--- src/design/rvdec_pkg.sv ---
////////////////////////////////////////////////////////////
// Decode stage shared definitions
//   RV32 major opcodes used by the sub-decoders
//   ALU, multiply, divide, CSR and control transfer encodings
//   Decoder control record and its illegal default
//   Divide stall latency and stall counter width
////////////////////////////////////////////////////////////

package rvdec_pkg;

  ////////////////////////////////////////////////////////////
  // Major opcodes, instr[6:0]
  ////////////////////////////////////////////////////////////
  localparam logic [6:0] OPCODE_LOAD     = 7'h03;
  localparam logic [6:0] OPCODE_MISC_MEM = 7'h0f;  // FENCE, FENCE.I
  localparam logic [6:0] OPCODE_OP_IMM   = 7'h13;
  localparam logic [6:0] OPCODE_AUIPC    = 7'h17;
  localparam logic [6:0] OPCODE_STORE    = 7'h23;
  localparam logic [6:0] OPCODE_OP       = 7'h33;  // Shared by RV32I and RV32M
  localparam logic [6:0] OPCODE_LUI      = 7'h37;
  localparam logic [6:0] OPCODE_BRANCH   = 7'h63;
  localparam logic [6:0] OPCODE_JALR     = 7'h67;
  localparam logic [6:0] OPCODE_JAL      = 7'h6f;
  localparam logic [6:0] OPCODE_SYSTEM   = 7'h73;  // CSR and privileged

  ////////////////////////////////////////////////////////////
  // Operation encodings
  ////////////////////////////////////////////////////////////
  typedef enum logic [4:0] {
    ALU_ADD, ALU_SUB,                  // Arithmetic
    ALU_XOR, ALU_OR, ALU_AND,          // Logic
    ALU_SLL, ALU_SRL, ALU_SRA,         // Shifts
    ALU_SLT, ALU_SLTU,                 // Set less than
    ALU_EQ, ALU_NE, ALU_LT,            // Branch compares
    ALU_GE, ALU_LTU, ALU_GEU
  } alu_opcode_e;

  typedef enum logic {
    MUL_M32,                           // Low word
    MUL_H                              // High word, MULH/MULHSU/MULHU
  } mul_opcode_e;

  // Order follows funct3[1:0] of the divide group
  typedef enum logic [1:0] {
    DIV_DIV, DIV_DIVU, DIV_REM, DIV_REMU
  } div_opcode_e;

  // Order follows funct3[1:0] of the CSR group
  typedef enum logic [1:0] {
    CSR_OP_READ, CSR_OP_WRITE, CSR_OP_SET, CSR_OP_CLEAR
  } csr_opcode_e;

  typedef enum logic [1:0] {
    BRANCH_NONE, BRANCH_JAL, BRANCH_JALR, BRANCH_COND
  } ctrl_transfer_e;

  ////////////////////////////////////////////////////////////
  // Decoder control record, 30 bits
  ////////////////////////////////////////////////////////////
  typedef struct packed {
    logic           alu_en;
    alu_opcode_e    alu_operator;
    logic           mult_en;
    mul_opcode_e    mult_operator;
    logic [1:0]     mult_signed_mode;    // {rs2 signed, rs1 signed}
    logic           div_en;
    div_opcode_e    div_operator;
    logic           rf_we;               // Writes rd
    logic           data_req;            // Load or store
    logic           data_we;             // Store
    logic [1:0]     data_type;           // 00 byte, 01 half, 10 word
    logic           data_sign_ext;
    logic           csr_en;
    csr_opcode_e    csr_op;
    ctrl_transfer_e ctrl_transfer_insn;
    logic           illegal_insn;        // Also the no-match flag of a sub-decoder
    logic           ebrk_insn;
    logic           ecall_insn;
    logic           mret_insn;
    logic           wfi_insn;
    logic           fencei_insn;
  } decoder_ctrl_t;

  // No side effects, only the illegal flag
  localparam decoder_ctrl_t DECODER_CTRL_ILLEGAL_INSN = '{
    alu_en: 1'b0, alu_operator: ALU_ADD,
    mult_en: 1'b0, mult_operator: MUL_M32, mult_signed_mode: 2'b00,
    div_en: 1'b0, div_operator: DIV_DIV,
    rf_we: 1'b0,
    data_req: 1'b0, data_we: 1'b0, data_type: 2'b00, data_sign_ext: 1'b0,
    csr_en: 1'b0, csr_op: CSR_OP_READ,
    ctrl_transfer_insn: BRANCH_NONE,
    illegal_insn: 1'b1, ebrk_insn: 1'b0, ecall_insn: 1'b0,
    mret_insn: 1'b0, wfi_insn: 1'b0, fencei_insn: 1'b0
  };

  ////////////////////////////////////////////////////////////
  // Divide stall
  ////////////////////////////////////////////////////////////
  localparam int DIV_LATENCY = 4;                         // Stall cycles per divide
  localparam int DIV_CNT_W   = $clog2(DIV_LATENCY + 1);   // Holds 0..DIV_LATENCY

endpackage

--- src/design/rvdec_ctrl_fsm.sv ---
////////////////////////////////////////////////////////////
// Decode stage controller
//   RUN, DIV_WAIT and SLEEP states
//   Ready, accept and side effect deassertion
//   Divide stall timer load, WFI sleep
////////////////////////////////////////////////////////////
`timescale 1ns/1ps

module rvdec_ctrl_fsm (
  input  logic clk_i,
  input  logic arst_n_i,
  input  logic instr_valid_i,
  input  logic trap_i,          // Decoded illegal, ECALL or EBREAK
  input  logic div_en_i,        // Raw divide enable
  input  logic wfi_i,           // Raw WFI flag
  input  logic irq_i,           // Wakeup from SLEEP
  input  logic timer_done_i,    // Last divide stall cycle
  output logic ready_o,
  output logic deassert_we_o,
  output logic accept_o,
  output logic timer_load_o,
  output logic sleep_o
);

  typedef enum logic [1:0] {
    ST_RUN,
    ST_DIV_WAIT,
    ST_SLEEP
  } state_e;

  state_e state_q;
  state_e state_d;

  assign ready_o       = (state_q == ST_RUN);
  assign accept_o      = instr_valid_i & ready_o;
  assign deassert_we_o = ~accept_o | trap_i;              // Kill side effects
  assign timer_load_o  = accept_o & ~trap_i & div_en_i;   // Start the divide stall
  assign sleep_o       = (state_q == ST_SLEEP);

  ////////////////////////////////////////////////////////////
  // Next state
  always_comb begin
    state_d = state_q;
    case (state_q)
      ST_RUN: begin
        if (timer_load_o) begin
          state_d = ST_DIV_WAIT;
        end else if (accept_o && !trap_i && wfi_i) begin
          state_d = ST_SLEEP;                  // Sleeps at least one cycle
        end
      end
      ST_DIV_WAIT: begin
        if (timer_done_i) state_d = ST_RUN;
      end
      ST_SLEEP: begin
        if (irq_i) state_d = ST_RUN;
      end
      default: state_d = ST_RUN;
    endcase
  end

  always_ff @(posedge clk_i or negedge arst_n_i) begin
    if (!arst_n_i) begin
      state_q <= ST_RUN;
    end else begin
      state_q <= state_d;
    end
  end

  // Timer ends a stall only while the FSM waits on it
  timer_done_wait_a: assert property (@(posedge clk_i) disable iff (!arst_n_i)
    timer_done_i |-> (state_q == ST_DIV_WAIT))
    else $error("Timer done outside DIV_WAIT");

  // Accepted WFI sleeps on the very next cycle
  wfi_sleep_a: assert property (@(posedge clk_i) disable iff (!arst_n_i)
    (accept_o && wfi_i && !trap_i) |=> sleep_o && !ready_o)
    else $error("WFI did not enter sleep");

endmodule

--- src/design/rvdec_decoder.sv ---
////////////////////////////////////////////////////////////
// Decoder wrapper
//   RV32I and RV32M sub-decoders
//   Priority mux with illegal compressed override
//   Side effect deassertion and raw stall/trap flags
////////////////////////////////////////////////////////////
`timescale 1ns/1ps

module rvdec_decoder import rvdec_pkg::*; (
  input  logic          deassert_we_i,      // Stage not accepting, or trapping
  input  logic [31:0]   instr_rdata_i,
  input  logic          illegal_c_insn_i,   // Compressed expansion failed
  output decoder_ctrl_t ctrl_o,             // Record after deassertion
  output logic          div_en_raw_o,       // Before deassertion, for the FSM
  output logic          wfi_raw_o,
  output logic          trap_o              // Illegal, ECALL or EBREAK
);

  decoder_ctrl_t decoder_i_ctrl;
  decoder_ctrl_t decoder_m_ctrl;
  decoder_ctrl_t decoder_ctrl_mux;

  rvdec_i_decoder i_decoder_inst (
    .instr_rdata_i  (instr_rdata_i),
    .decoder_ctrl_o (decoder_i_ctrl)
  );

  rvdec_m_decoder m_decoder_inst (
    .instr_rdata_i  (instr_rdata_i),
    .decoder_ctrl_o (decoder_m_ctrl)
  );

  // Compressed failure wins, then M, then I
  always_comb begin
    if (illegal_c_insn_i) begin
      decoder_ctrl_mux = DECODER_CTRL_ILLEGAL_INSN;
    end else if (!decoder_m_ctrl.illegal_insn) begin
      decoder_ctrl_mux = decoder_m_ctrl;
    end else if (!decoder_i_ctrl.illegal_insn) begin
      decoder_ctrl_mux = decoder_i_ctrl;
    end else begin
      decoder_ctrl_mux = DECODER_CTRL_ILLEGAL_INSN;   // Nobody matched
    end
  end

  ////////////////////////////////////////////////////////////
  // Deassertion, trap flags pass untouched
  always_comb begin
    ctrl_o = decoder_ctrl_mux;
    if (deassert_we_i) begin
      ctrl_o.alu_en             = 1'b0;
      ctrl_o.mult_en            = 1'b0;
      ctrl_o.div_en             = 1'b0;
      ctrl_o.rf_we              = 1'b0;
      ctrl_o.data_req           = 1'b0;
      ctrl_o.csr_op             = CSR_OP_READ;   // A read has no CSR side effect
      ctrl_o.ctrl_transfer_insn = BRANCH_NONE;
    end
  end

  assign div_en_raw_o = decoder_ctrl_mux.div_en;
  assign wfi_raw_o    = decoder_ctrl_mux.wfi_insn;
  assign trap_o       = decoder_ctrl_mux.illegal_insn | decoder_ctrl_mux.ecall_insn |
                        decoder_ctrl_mux.ebrk_insn;

  // Sub-decoder encodings must be disjoint
  always_comb begin
    assert final (decoder_m_ctrl.illegal_insn || decoder_i_ctrl.illegal_insn)
      else $error("I and M decoders both matched %h", instr_rdata_i);
  end

endmodule

--- src/design/rvdec_i_decoder.sv ---
////////////////////////////////////////////////////////////
// RV32I base instruction decoder
//   Upper immediates, jumps, branches, loads, stores
//   Register and immediate ALU ops, FENCE, FENCE.I
//   CSR access, ECALL, EBREAK, MRET, WFI
////////////////////////////////////////////////////////////
`timescale 1ns/1ps

module rvdec_i_decoder import rvdec_pkg::*; (
  input  logic [31:0]   instr_rdata_i,    // Instruction word from IF/ID
  output decoder_ctrl_t decoder_ctrl_o    // Illegal record on no match
);

  logic [6:0] opcode;
  logic [2:0] funct3;
  logic [6:0] funct7;
  logic       illegal;                    // Set by any unmatched field

  assign opcode = instr_rdata_i[6:0];
  assign funct3 = instr_rdata_i[14:12];
  assign funct7 = instr_rdata_i[31:25];

  always_comb begin
    decoder_ctrl_o              = DECODER_CTRL_ILLEGAL_INSN;
    decoder_ctrl_o.illegal_insn = 1'b0;   // Cleared, restored below on a miss
    illegal                     = 1'b0;

    case (opcode)
      OPCODE_LUI, OPCODE_AUIPC: begin     // Immediate (plus PC) through the adder
        decoder_ctrl_o.alu_en = 1'b1;
        decoder_ctrl_o.rf_we  = 1'b1;
      end
      OPCODE_JAL: begin                   // Link address from the adder
        decoder_ctrl_o.ctrl_transfer_insn = BRANCH_JAL;
        decoder_ctrl_o.alu_en             = 1'b1;
        decoder_ctrl_o.rf_we              = 1'b1;
      end
      OPCODE_JALR: begin
        decoder_ctrl_o.ctrl_transfer_insn = BRANCH_JALR;
        decoder_ctrl_o.alu_en             = 1'b1;
        decoder_ctrl_o.rf_we              = 1'b1;
        illegal                           = (funct3 != 3'b000);
      end
      OPCODE_BRANCH: begin                // Condition evaluated in the ALU
        decoder_ctrl_o.ctrl_transfer_insn = BRANCH_COND;
        decoder_ctrl_o.alu_en             = 1'b1;
        case (funct3)
          3'b000:  decoder_ctrl_o.alu_operator = ALU_EQ;
          3'b001:  decoder_ctrl_o.alu_operator = ALU_NE;
          3'b100:  decoder_ctrl_o.alu_operator = ALU_LT;
          3'b101:  decoder_ctrl_o.alu_operator = ALU_GE;
          3'b110:  decoder_ctrl_o.alu_operator = ALU_LTU;
          3'b111:  decoder_ctrl_o.alu_operator = ALU_GEU;
          default: illegal = 1'b1;        // 010, 011 reserved
        endcase
      end
      OPCODE_LOAD: begin
        decoder_ctrl_o.data_req      = 1'b1;
        decoder_ctrl_o.rf_we         = 1'b1;
        decoder_ctrl_o.data_type     = funct3[1:0];
        decoder_ctrl_o.data_sign_ext = ~funct3[2];   // LBU, LHU zero extend
        illegal = (funct3[1:0] == 2'b11) || (funct3 == 3'b110);
      end
      OPCODE_STORE: begin                 // SB, SH, SW only
        decoder_ctrl_o.data_req  = 1'b1;
        decoder_ctrl_o.data_we   = 1'b1;
        decoder_ctrl_o.data_type = funct3[1:0];
        illegal = funct3[2] || (funct3[1:0] == 2'b11);
      end
      OPCODE_OP_IMM: begin
        decoder_ctrl_o.alu_en = 1'b1;
        decoder_ctrl_o.rf_we  = 1'b1;
        case (funct3)
          3'b000: decoder_ctrl_o.alu_operator = ALU_ADD;    // ADDI
          3'b010: decoder_ctrl_o.alu_operator = ALU_SLT;    // SLTI
          3'b011: decoder_ctrl_o.alu_operator = ALU_SLTU;   // SLTIU
          3'b100: decoder_ctrl_o.alu_operator = ALU_XOR;
          3'b110: decoder_ctrl_o.alu_operator = ALU_OR;
          3'b111: decoder_ctrl_o.alu_operator = ALU_AND;
          3'b001: begin                                     // SLLI
            decoder_ctrl_o.alu_operator = ALU_SLL;
            illegal = (funct7 != 7'b0);
          end
          default: begin                                    // SRLI, SRAI
            decoder_ctrl_o.alu_operator = funct7[5] ? ALU_SRA : ALU_SRL;
            illegal = ({funct7[6], funct7[4:0]} != 6'b0);
          end
        endcase
      end
      OPCODE_OP: begin
        decoder_ctrl_o.alu_en = 1'b1;
        decoder_ctrl_o.rf_we  = 1'b1;
        case ({funct7, funct3})
          {7'h00, 3'b000}: decoder_ctrl_o.alu_operator = ALU_ADD;
          {7'h20, 3'b000}: decoder_ctrl_o.alu_operator = ALU_SUB;
          {7'h00, 3'b001}: decoder_ctrl_o.alu_operator = ALU_SLL;
          {7'h00, 3'b010}: decoder_ctrl_o.alu_operator = ALU_SLT;
          {7'h00, 3'b011}: decoder_ctrl_o.alu_operator = ALU_SLTU;
          {7'h00, 3'b100}: decoder_ctrl_o.alu_operator = ALU_XOR;
          {7'h00, 3'b101}: decoder_ctrl_o.alu_operator = ALU_SRL;
          {7'h20, 3'b101}: decoder_ctrl_o.alu_operator = ALU_SRA;
          {7'h00, 3'b110}: decoder_ctrl_o.alu_operator = ALU_OR;
          {7'h00, 3'b111}: decoder_ctrl_o.alu_operator = ALU_AND;
          default:         illegal = 1'b1;  // MUL/DIV belong to the M decoder
        endcase
      end
      OPCODE_MISC_MEM: begin              // FENCE has no effect in order
        decoder_ctrl_o.fencei_insn = (funct3 == 3'b001);
        illegal                    = (funct3[2:1] != 2'b00);
      end
      OPCODE_SYSTEM: begin
        if (funct3 == 3'b000) begin       // Privileged group, rs1 and rd zero
          illegal = (instr_rdata_i[19:7] != 13'b0);
          case (instr_rdata_i[31:20])
            12'h000: decoder_ctrl_o.ecall_insn = 1'b1;
            12'h001: decoder_ctrl_o.ebrk_insn  = 1'b1;
            12'h302: decoder_ctrl_o.mret_insn  = 1'b1;
            12'h105: decoder_ctrl_o.wfi_insn   = 1'b1;
            default: illegal = 1'b1;      // DRET included, no debug mode
          endcase
        end else begin                    // CSRRW/S/C and immediate forms
          decoder_ctrl_o.csr_en = 1'b1;
          decoder_ctrl_o.rf_we  = 1'b1;
          decoder_ctrl_o.csr_op = csr_opcode_e'(funct3[1:0]);
          illegal               = (funct3 == 3'b100);
        end
      end
      default: illegal = 1'b1;
    endcase

    if (illegal) begin
      decoder_ctrl_o = DECODER_CTRL_ILLEGAL_INSN;   // Drop any partial decode
    end
  end

endmodule

--- src/design/rvdec_id_ex_reg.sv ---
////////////////////////////////////////////////////////////
// ID/EX pipeline register
//   Valid bit and decoder control record
////////////////////////////////////////////////////////////
`timescale 1ns/1ps

module rvdec_id_ex_reg import rvdec_pkg::*; (
  input  logic          clk_i,
  input  logic          arst_n_i,
  input  logic          accept_i,     // Instruction taken this cycle
  input  decoder_ctrl_t ctrl_i,       // Already deasserted
  output logic          ex_valid_o,
  output decoder_ctrl_t ex_ctrl_o
);

  always_ff @(posedge clk_i or negedge arst_n_i) begin
    if (!arst_n_i) begin
      ex_valid_o <= 1'b0;
      ex_ctrl_o  <= '0;                            // No flags, no enables
    end else begin
      ex_valid_o <= accept_i;
      ex_ctrl_o  <= accept_i ? ctrl_i : '0;        // Bubble on idle cycles
    end
  end

endmodule

--- src/design/rvdec_id_stage.sv ---
////////////////////////////////////////////////////////////
// Decode stage top
//   Decoder, controller FSM, divide stall timer
//   ID/EX register towards execute
////////////////////////////////////////////////////////////
`timescale 1ns/1ps

module rvdec_id_stage import rvdec_pkg::*; (
  input  logic          clk_i,
  input  logic          arst_n_i,
  input  logic          instr_valid_i,
  input  logic [31:0]   instr_rdata_i,
  input  logic          illegal_c_insn_i,
  input  logic          irq_i,
  output logic          ready_o,
  output logic          sleep_o,
  output logic          ex_valid_o,
  output decoder_ctrl_t ex_ctrl_o
);

  decoder_ctrl_t id_ctrl;       // Deasserted record into ID/EX
  logic          deassert_we;
  logic          div_en_raw;
  logic          wfi_raw;
  logic          trap;
  logic          accept;
  logic          timer_load;
  logic          timer_done;

  rvdec_decoder decoder_inst (
    .deassert_we_i    (deassert_we),
    .instr_rdata_i    (instr_rdata_i),
    .illegal_c_insn_i (illegal_c_insn_i),
    .ctrl_o           (id_ctrl),
    .div_en_raw_o     (div_en_raw),
    .wfi_raw_o        (wfi_raw),
    .trap_o           (trap)
  );

  rvdec_ctrl_fsm ctrl_fsm_inst (
    .clk_i         (clk_i),
    .arst_n_i      (arst_n_i),
    .instr_valid_i (instr_valid_i),
    .trap_i        (trap),
    .div_en_i      (div_en_raw),
    .wfi_i         (wfi_raw),
    .irq_i         (irq_i),
    .timer_done_i  (timer_done),
    .ready_o       (ready_o),
    .deassert_we_o (deassert_we),
    .accept_o      (accept),
    .timer_load_o  (timer_load),
    .sleep_o       (sleep_o)
  );

  rvdec_stall_timer stall_timer_inst (
    .clk_i    (clk_i),
    .arst_n_i (arst_n_i),
    .load_i   (timer_load),
    .done_o   (timer_done)
  );

  rvdec_id_ex_reg id_ex_reg_inst (
    .clk_i      (clk_i),
    .arst_n_i   (arst_n_i),
    .accept_i   (accept),
    .ctrl_i     (id_ctrl),
    .ex_valid_o (ex_valid_o),
    .ex_ctrl_o  (ex_ctrl_o)
  );

endmodule

--- src/design/rvdec_m_decoder.sv ---
////////////////////////////////////////////////////////////
// RV32M decoder
//   MUL, MULH, MULHSU, MULHU to the multiplier
//   DIV, DIVU, REM, REMU to the divider
////////////////////////////////////////////////////////////
`timescale 1ns/1ps

module rvdec_m_decoder import rvdec_pkg::*; (
  input  logic [31:0]   instr_rdata_i,    // Instruction word from IF/ID
  output decoder_ctrl_t decoder_ctrl_o    // Illegal record on no match
);

  logic [2:0] funct3;

  assign funct3 = instr_rdata_i[14:12];

  always_comb begin
    decoder_ctrl_o = DECODER_CTRL_ILLEGAL_INSN;
    if (instr_rdata_i[6:0] == OPCODE_OP && instr_rdata_i[31:25] == 7'b0000001) begin
      decoder_ctrl_o.illegal_insn = 1'b0;
      decoder_ctrl_o.rf_we        = 1'b1;
      if (!funct3[2]) begin               // Multiply half
        decoder_ctrl_o.mult_en       = 1'b1;
        decoder_ctrl_o.mult_operator = (funct3 == 3'b000) ? MUL_M32 : MUL_H;
        case (funct3[1:0])
          2'b01:   decoder_ctrl_o.mult_signed_mode = 2'b11;   // MULH
          2'b10:   decoder_ctrl_o.mult_signed_mode = 2'b01;   // MULHSU, rs1 signed
          default: decoder_ctrl_o.mult_signed_mode = 2'b00;   // MUL, MULHU
        endcase
      end else begin                      // Divide half
        decoder_ctrl_o.div_en       = 1'b1;
        decoder_ctrl_o.div_operator = div_opcode_e'(funct3[1:0]);
      end
    end
  end

endmodule

--- src/design/rvdec_stall_timer.sv ---
////////////////////////////////////////////////////////////
// Divide stall timer
//   Down-counter loaded with the divide latency
////////////////////////////////////////////////////////////
`timescale 1ns/1ps

module rvdec_stall_timer import rvdec_pkg::*; (
  input  logic clk_i,
  input  logic arst_n_i,
  input  logic load_i,          // Accepted divide
  output logic done_o           // High on the last stall cycle
);

  logic [DIV_CNT_W-1:0] count_q;   // Stall cycles left, zero when idle

  always_ff @(posedge clk_i or negedge arst_n_i) begin
    if (!arst_n_i) begin
      count_q <= '0;
    end else if (load_i) begin
      count_q <= DIV_CNT_W'(DIV_LATENCY);
    end else if (count_q != '0) begin
      count_q <= count_q - DIV_CNT_W'(1);
    end
  end

  assign done_o = (count_q == DIV_CNT_W'(1));

  // The FSM must not restart a running stall
  load_idle_a: assert property (@(posedge clk_i) disable iff (!arst_n_i)
    load_i |-> (count_q == '0))
    else $error("Timer load while count is %0d", count_q);

endmodule

--- config.mk ---
export PLATFORM = sky130hd
export DESIGN_NAME = rvdec_id_stage
export DESIGN_NICKNAME = d
export VERILOG_FILES = /design/src/design/rvdec_pkg.sv /design/src/design/rvdec_ctrl_fsm.sv /design/src/design/rvdec_decoder.sv /design/src/design/rvdec_i_decoder.sv /design/src/design/rvdec_id_ex_reg.sv /design/src/design/rvdec_id_stage.sv /design/src/design/rvdec_m_decoder.sv /design/src/design/rvdec_stall_timer.sv
export SDC_FILE = /design/constraint.sdc
export NUM_CORES = 1
export LEC_CHECK = 0
export BUFFER_PORTS_ARGS = -buffer_cell sky130_fd_sc_hd__clkbuf_2
export CORE_MARGIN = 8
export CORE_UTILIZATION = 57
export CTS_BUF_LIST = sky130_fd_sc_hd__clkbuf_4 sky130_fd_sc_hd__clkbuf_8
export CTS_CLUSTER_DIAMETER = 50
export CTS_CLUSTER_SIZE = 28
export DETAILED_ROUTE_END_ITERATION = 16
export PLACE_DENSITY_LB_ADDON = 0.2
export SYNTH_ARGS = -nofsm -noshare
export SYNTH_HDL_FRONTEND = slang
export SYNTH_SLANG_ARGS = --single-unit
--- constraint.sdc ---
create_clock -name clk_i -period 3.1 [get_ports clk_i]
set_clock_uncertainty 0.1 [all_clocks]
set_input_delay 0.155 -clock clk_i [delete_from_list [all_inputs] [get_ports clk_i]]
set_output_delay 0.155 -clock clk_i [all_outputs]
set_load 0.02 [all_outputs]
==> out/results.tsv <==
metric	value	unit
root_buffer	clkbuf_8	
tightest_slew	847	ps
rsz0062_at_grt	no	
instances_no_fill	341	
outcome	complete, no violations	
hold_depth	3	
dp_hpwl	4.70	mm
wl	5.80	mm
crit_slowest_cell	ha_1	
diodes	0	
ys_warn_count	0	
ios	70	
grt-ovfl-total	0	
cp_slowest_stage_delay	440	ps
rrSetupSlack	1090	ps
critical_path.max_fanout	10	
slew_headroom	43.5	%
peakVddDrop	0.169	mV
leakagePower	0.00122	uW
fp.dieH	77.6	microns
fill_cells	301	
grt_pass1_vias	2008	
hold_violations	0	
reg2reg_from	ctrl_fsm_inst.state_q[1]	
clkSlewWorstSetupHoldPaths	70	ps
ys.flop_type	dfrtp_1	
htreeDepth	2	
viasPerCell	5.99	
cts-buffers-inserted	5	
grt_first_pass_wirelength	9.84	mm
critPathBufInv	3	
fp-row-count	22	
ant_nets	0	
fin_nets	336	
drv_slew	0	
drive_gt1_share	32.1	%
critPathRequiredTime	3190	ps
min_path_type	in2reg	
worstPathArrival	2470	ps
grt_use_total	19.7	%
cp_cell_sequence	clkbuf_2, inv_1, ha_1, or3_1, a21oi_1, o31a_1, nor4_4, nand3_2, buf_4, nor4_4	
layout_common_cells	68 x clkbuf_2, 35 x dfrtp_1, 24 x nor2_1	
fmax	0.419	GHz
synth_top_family_by_area	simple AND/OR/NAND/NOR gates	
start_util	59.2	%
die_w	77.6	microns
synth-simple-area-share	33.8	%
syn_inst	224	
min_to	ctrl_fsm_inst.state_q[1]	
r2r_cells	7	
ys_ff_latch	35	
synth_compound_area_share	15.0	%
syn_area	2170	sq um
wl_per_cell	17.0	microns
num_vias	2041	
timing.final.ws_setup	716	ps
worst-setup-path-type	in2reg	
synth.area.mux_share	0.462	%
power_density	403	nW/um^2
coreArea	3660	sq um
areaGrowthSynthToFinish	21.3	%
yosysTopAreaCell	dfrtp_1	
fin_area	2630	sq um
yosys-top-cells-area	dfrtp_1 40%, nor2_1 4.2%, ha_1 4.0%, nor4_4 3.9%, a21oi_1 3.2%	
cts.sinks	35	
synth_edf_count	0	
fin_hold_ws	31.8	ps
post-route-period-util	76.9	%
synth_top_area_share	40.4	%
place_area	2510	sq um
setup_tns	0	ps
drv_cap	0	
clk_path_buf_depth	2	
setup_viol_count_final	0	
min_period	2380	ps
pre_cts_ws	444	ps
crit_path_frequent_cell	nor4_4	
syn_avg_cell_area	9.67	sq um
ys_types	55	
syn_nets	268	
io_buffers	68	
min-delay-start	irq_i	
yosys.area_share.xor_xnor	0.809	%
cts_tree	done	
ys_async_sr_fraction	100	%
ys_seq_area_share	40.4	%
final_common_cell	clkbuf_2	
drt_iter0_markers	152	
die_area	6030	sq um
dr.pass1.iters	5	
endpoint_kind	flip-flop	
antenna_found_initial	0	
cpLargestDelayFamily	simple AND/OR/NAND/NOR gates	
drc	0	
critPathLaunchType	primary input	
ff_latch_area	876	sq um
place_inst	330	
rr_endpoint	id_ex_reg_inst.ex_ctrl_o[0]	
multi_input_area	1180	sq um
synthAdderAreaFrac	4.04	%
clock_latency	280	ps
grt_start_max_net_pins	36	
place_congestion	0.958	
worst reg2reg max path: stages, from the launching register on:
cell	delay [ps]
dfrtp_1	400
nor2_1	130
and2_1	230
nor2b_1	250
nor2b_1	250
nand3_2	140
buf_4	230
nor4_4	210
layer usage:
layer | up-vias | GRT usage, % | share of wire, % | wire (microns)
met1 | 957 | 24.4 | 41 | 2380
met3 | 7 | 5.76 | 8.9 | 518
li1 | 958 | - | - | -
met2 | 119 | 31.8 | 48 | 2790
met4 | 0 | 7.17 | 1.8 | 107
met5 | - | 0 | 0 | 0
cell families (layout without fill, tap and decap cells):
family          count (synthesis)  count (layout)
other cells                     1               1
simple gates                  109             109
fa+ha+maj                       7               7
xor+xnor                        2               2
compound gates                 47              47
buf+inv                        22              91
mux                             1               1
flops                          35              35
registers in the layout (all words and copies together) (netlist names):
register,count
ctrl_fsm_inst.state_q,2
stall_timer_inst.count_q,3
id_ex_reg_inst.ex_valid_o,1
id_ex_reg_inst.ex_ctrl_o,29
stage by stage:
stage,util (%),total power (uW)
2_1_floorplan,-,655
3_3_place_gp,68.5,720
3_5_place_dp,68.5,739
4_1_cts,71.8,1060
5_1_grt,71.8,1120
6_report,71.8,1060
worst max path at each step:
stage	to	cells after the start	from
2_1_floorplan	id_ex_reg_inst.ex_ctrl_o[9]	10	instr_rdata_i[13]
6_report	id_ex_reg_inst.ex_ctrl_o[0]	10	instr_rdata_i[13]
3_3_place_gp	id_ex_reg_inst.ex_ctrl_o[9]	10	instr_rdata_i[13]
4_1_cts	id_ex_reg_inst.ex_ctrl_o[0]	10	instr_rdata_i[13]
3_5_place_dp	id_ex_reg_inst.ex_ctrl_o[6]	10	instr_rdata_i[13]
5_1_grt	id_ex_reg_inst.ex_ctrl_o[0]	10	instr_rdata_i[13]
cells in the mapped netlist (all sizes together) (2+ instances only):
cell type / n
dfrtp: 35
nor2: 25
nor4: 17
a21oi: 14
nor3: 13
nand2: 11
o21ai: 11
nand3: 10
inv: 9
buf: 7
ha: 7
clkbuf: 6
nand2b: 6
nor2b: 6
a211oi: 3
and2: 3
nor4b: 3
or3: 3
a32oi: 2
and2b: 2
nand4: 2
o2111ai: 2
o211ai: 2
o21a: 2
o2bb2ai: 2
o311ai: 2
final cells by class:
cell class	instances	area share (%)
clock inverter	2	0.476
sequential	35	33.3
timing repair buffer	74	15.0
tap	48	2.29
inverter	9	1.29
multi-input combinational	167	44.8
clock buffer	6	2.90
report_power, final:
group	switching (uW)	internal [uW]	total, uW
Clock	159	165	325
Sequential	16.3	480	496
Combinational	143	93.7	237
what timing repair did:
item	4_1_cts	5_1_grt
hold buffers	3	0
setup buffers	0	0
gates resized for setup	0	0
hold endpoints to repair	37	0
Note: power is estimated with default switching activity, not from simulation.
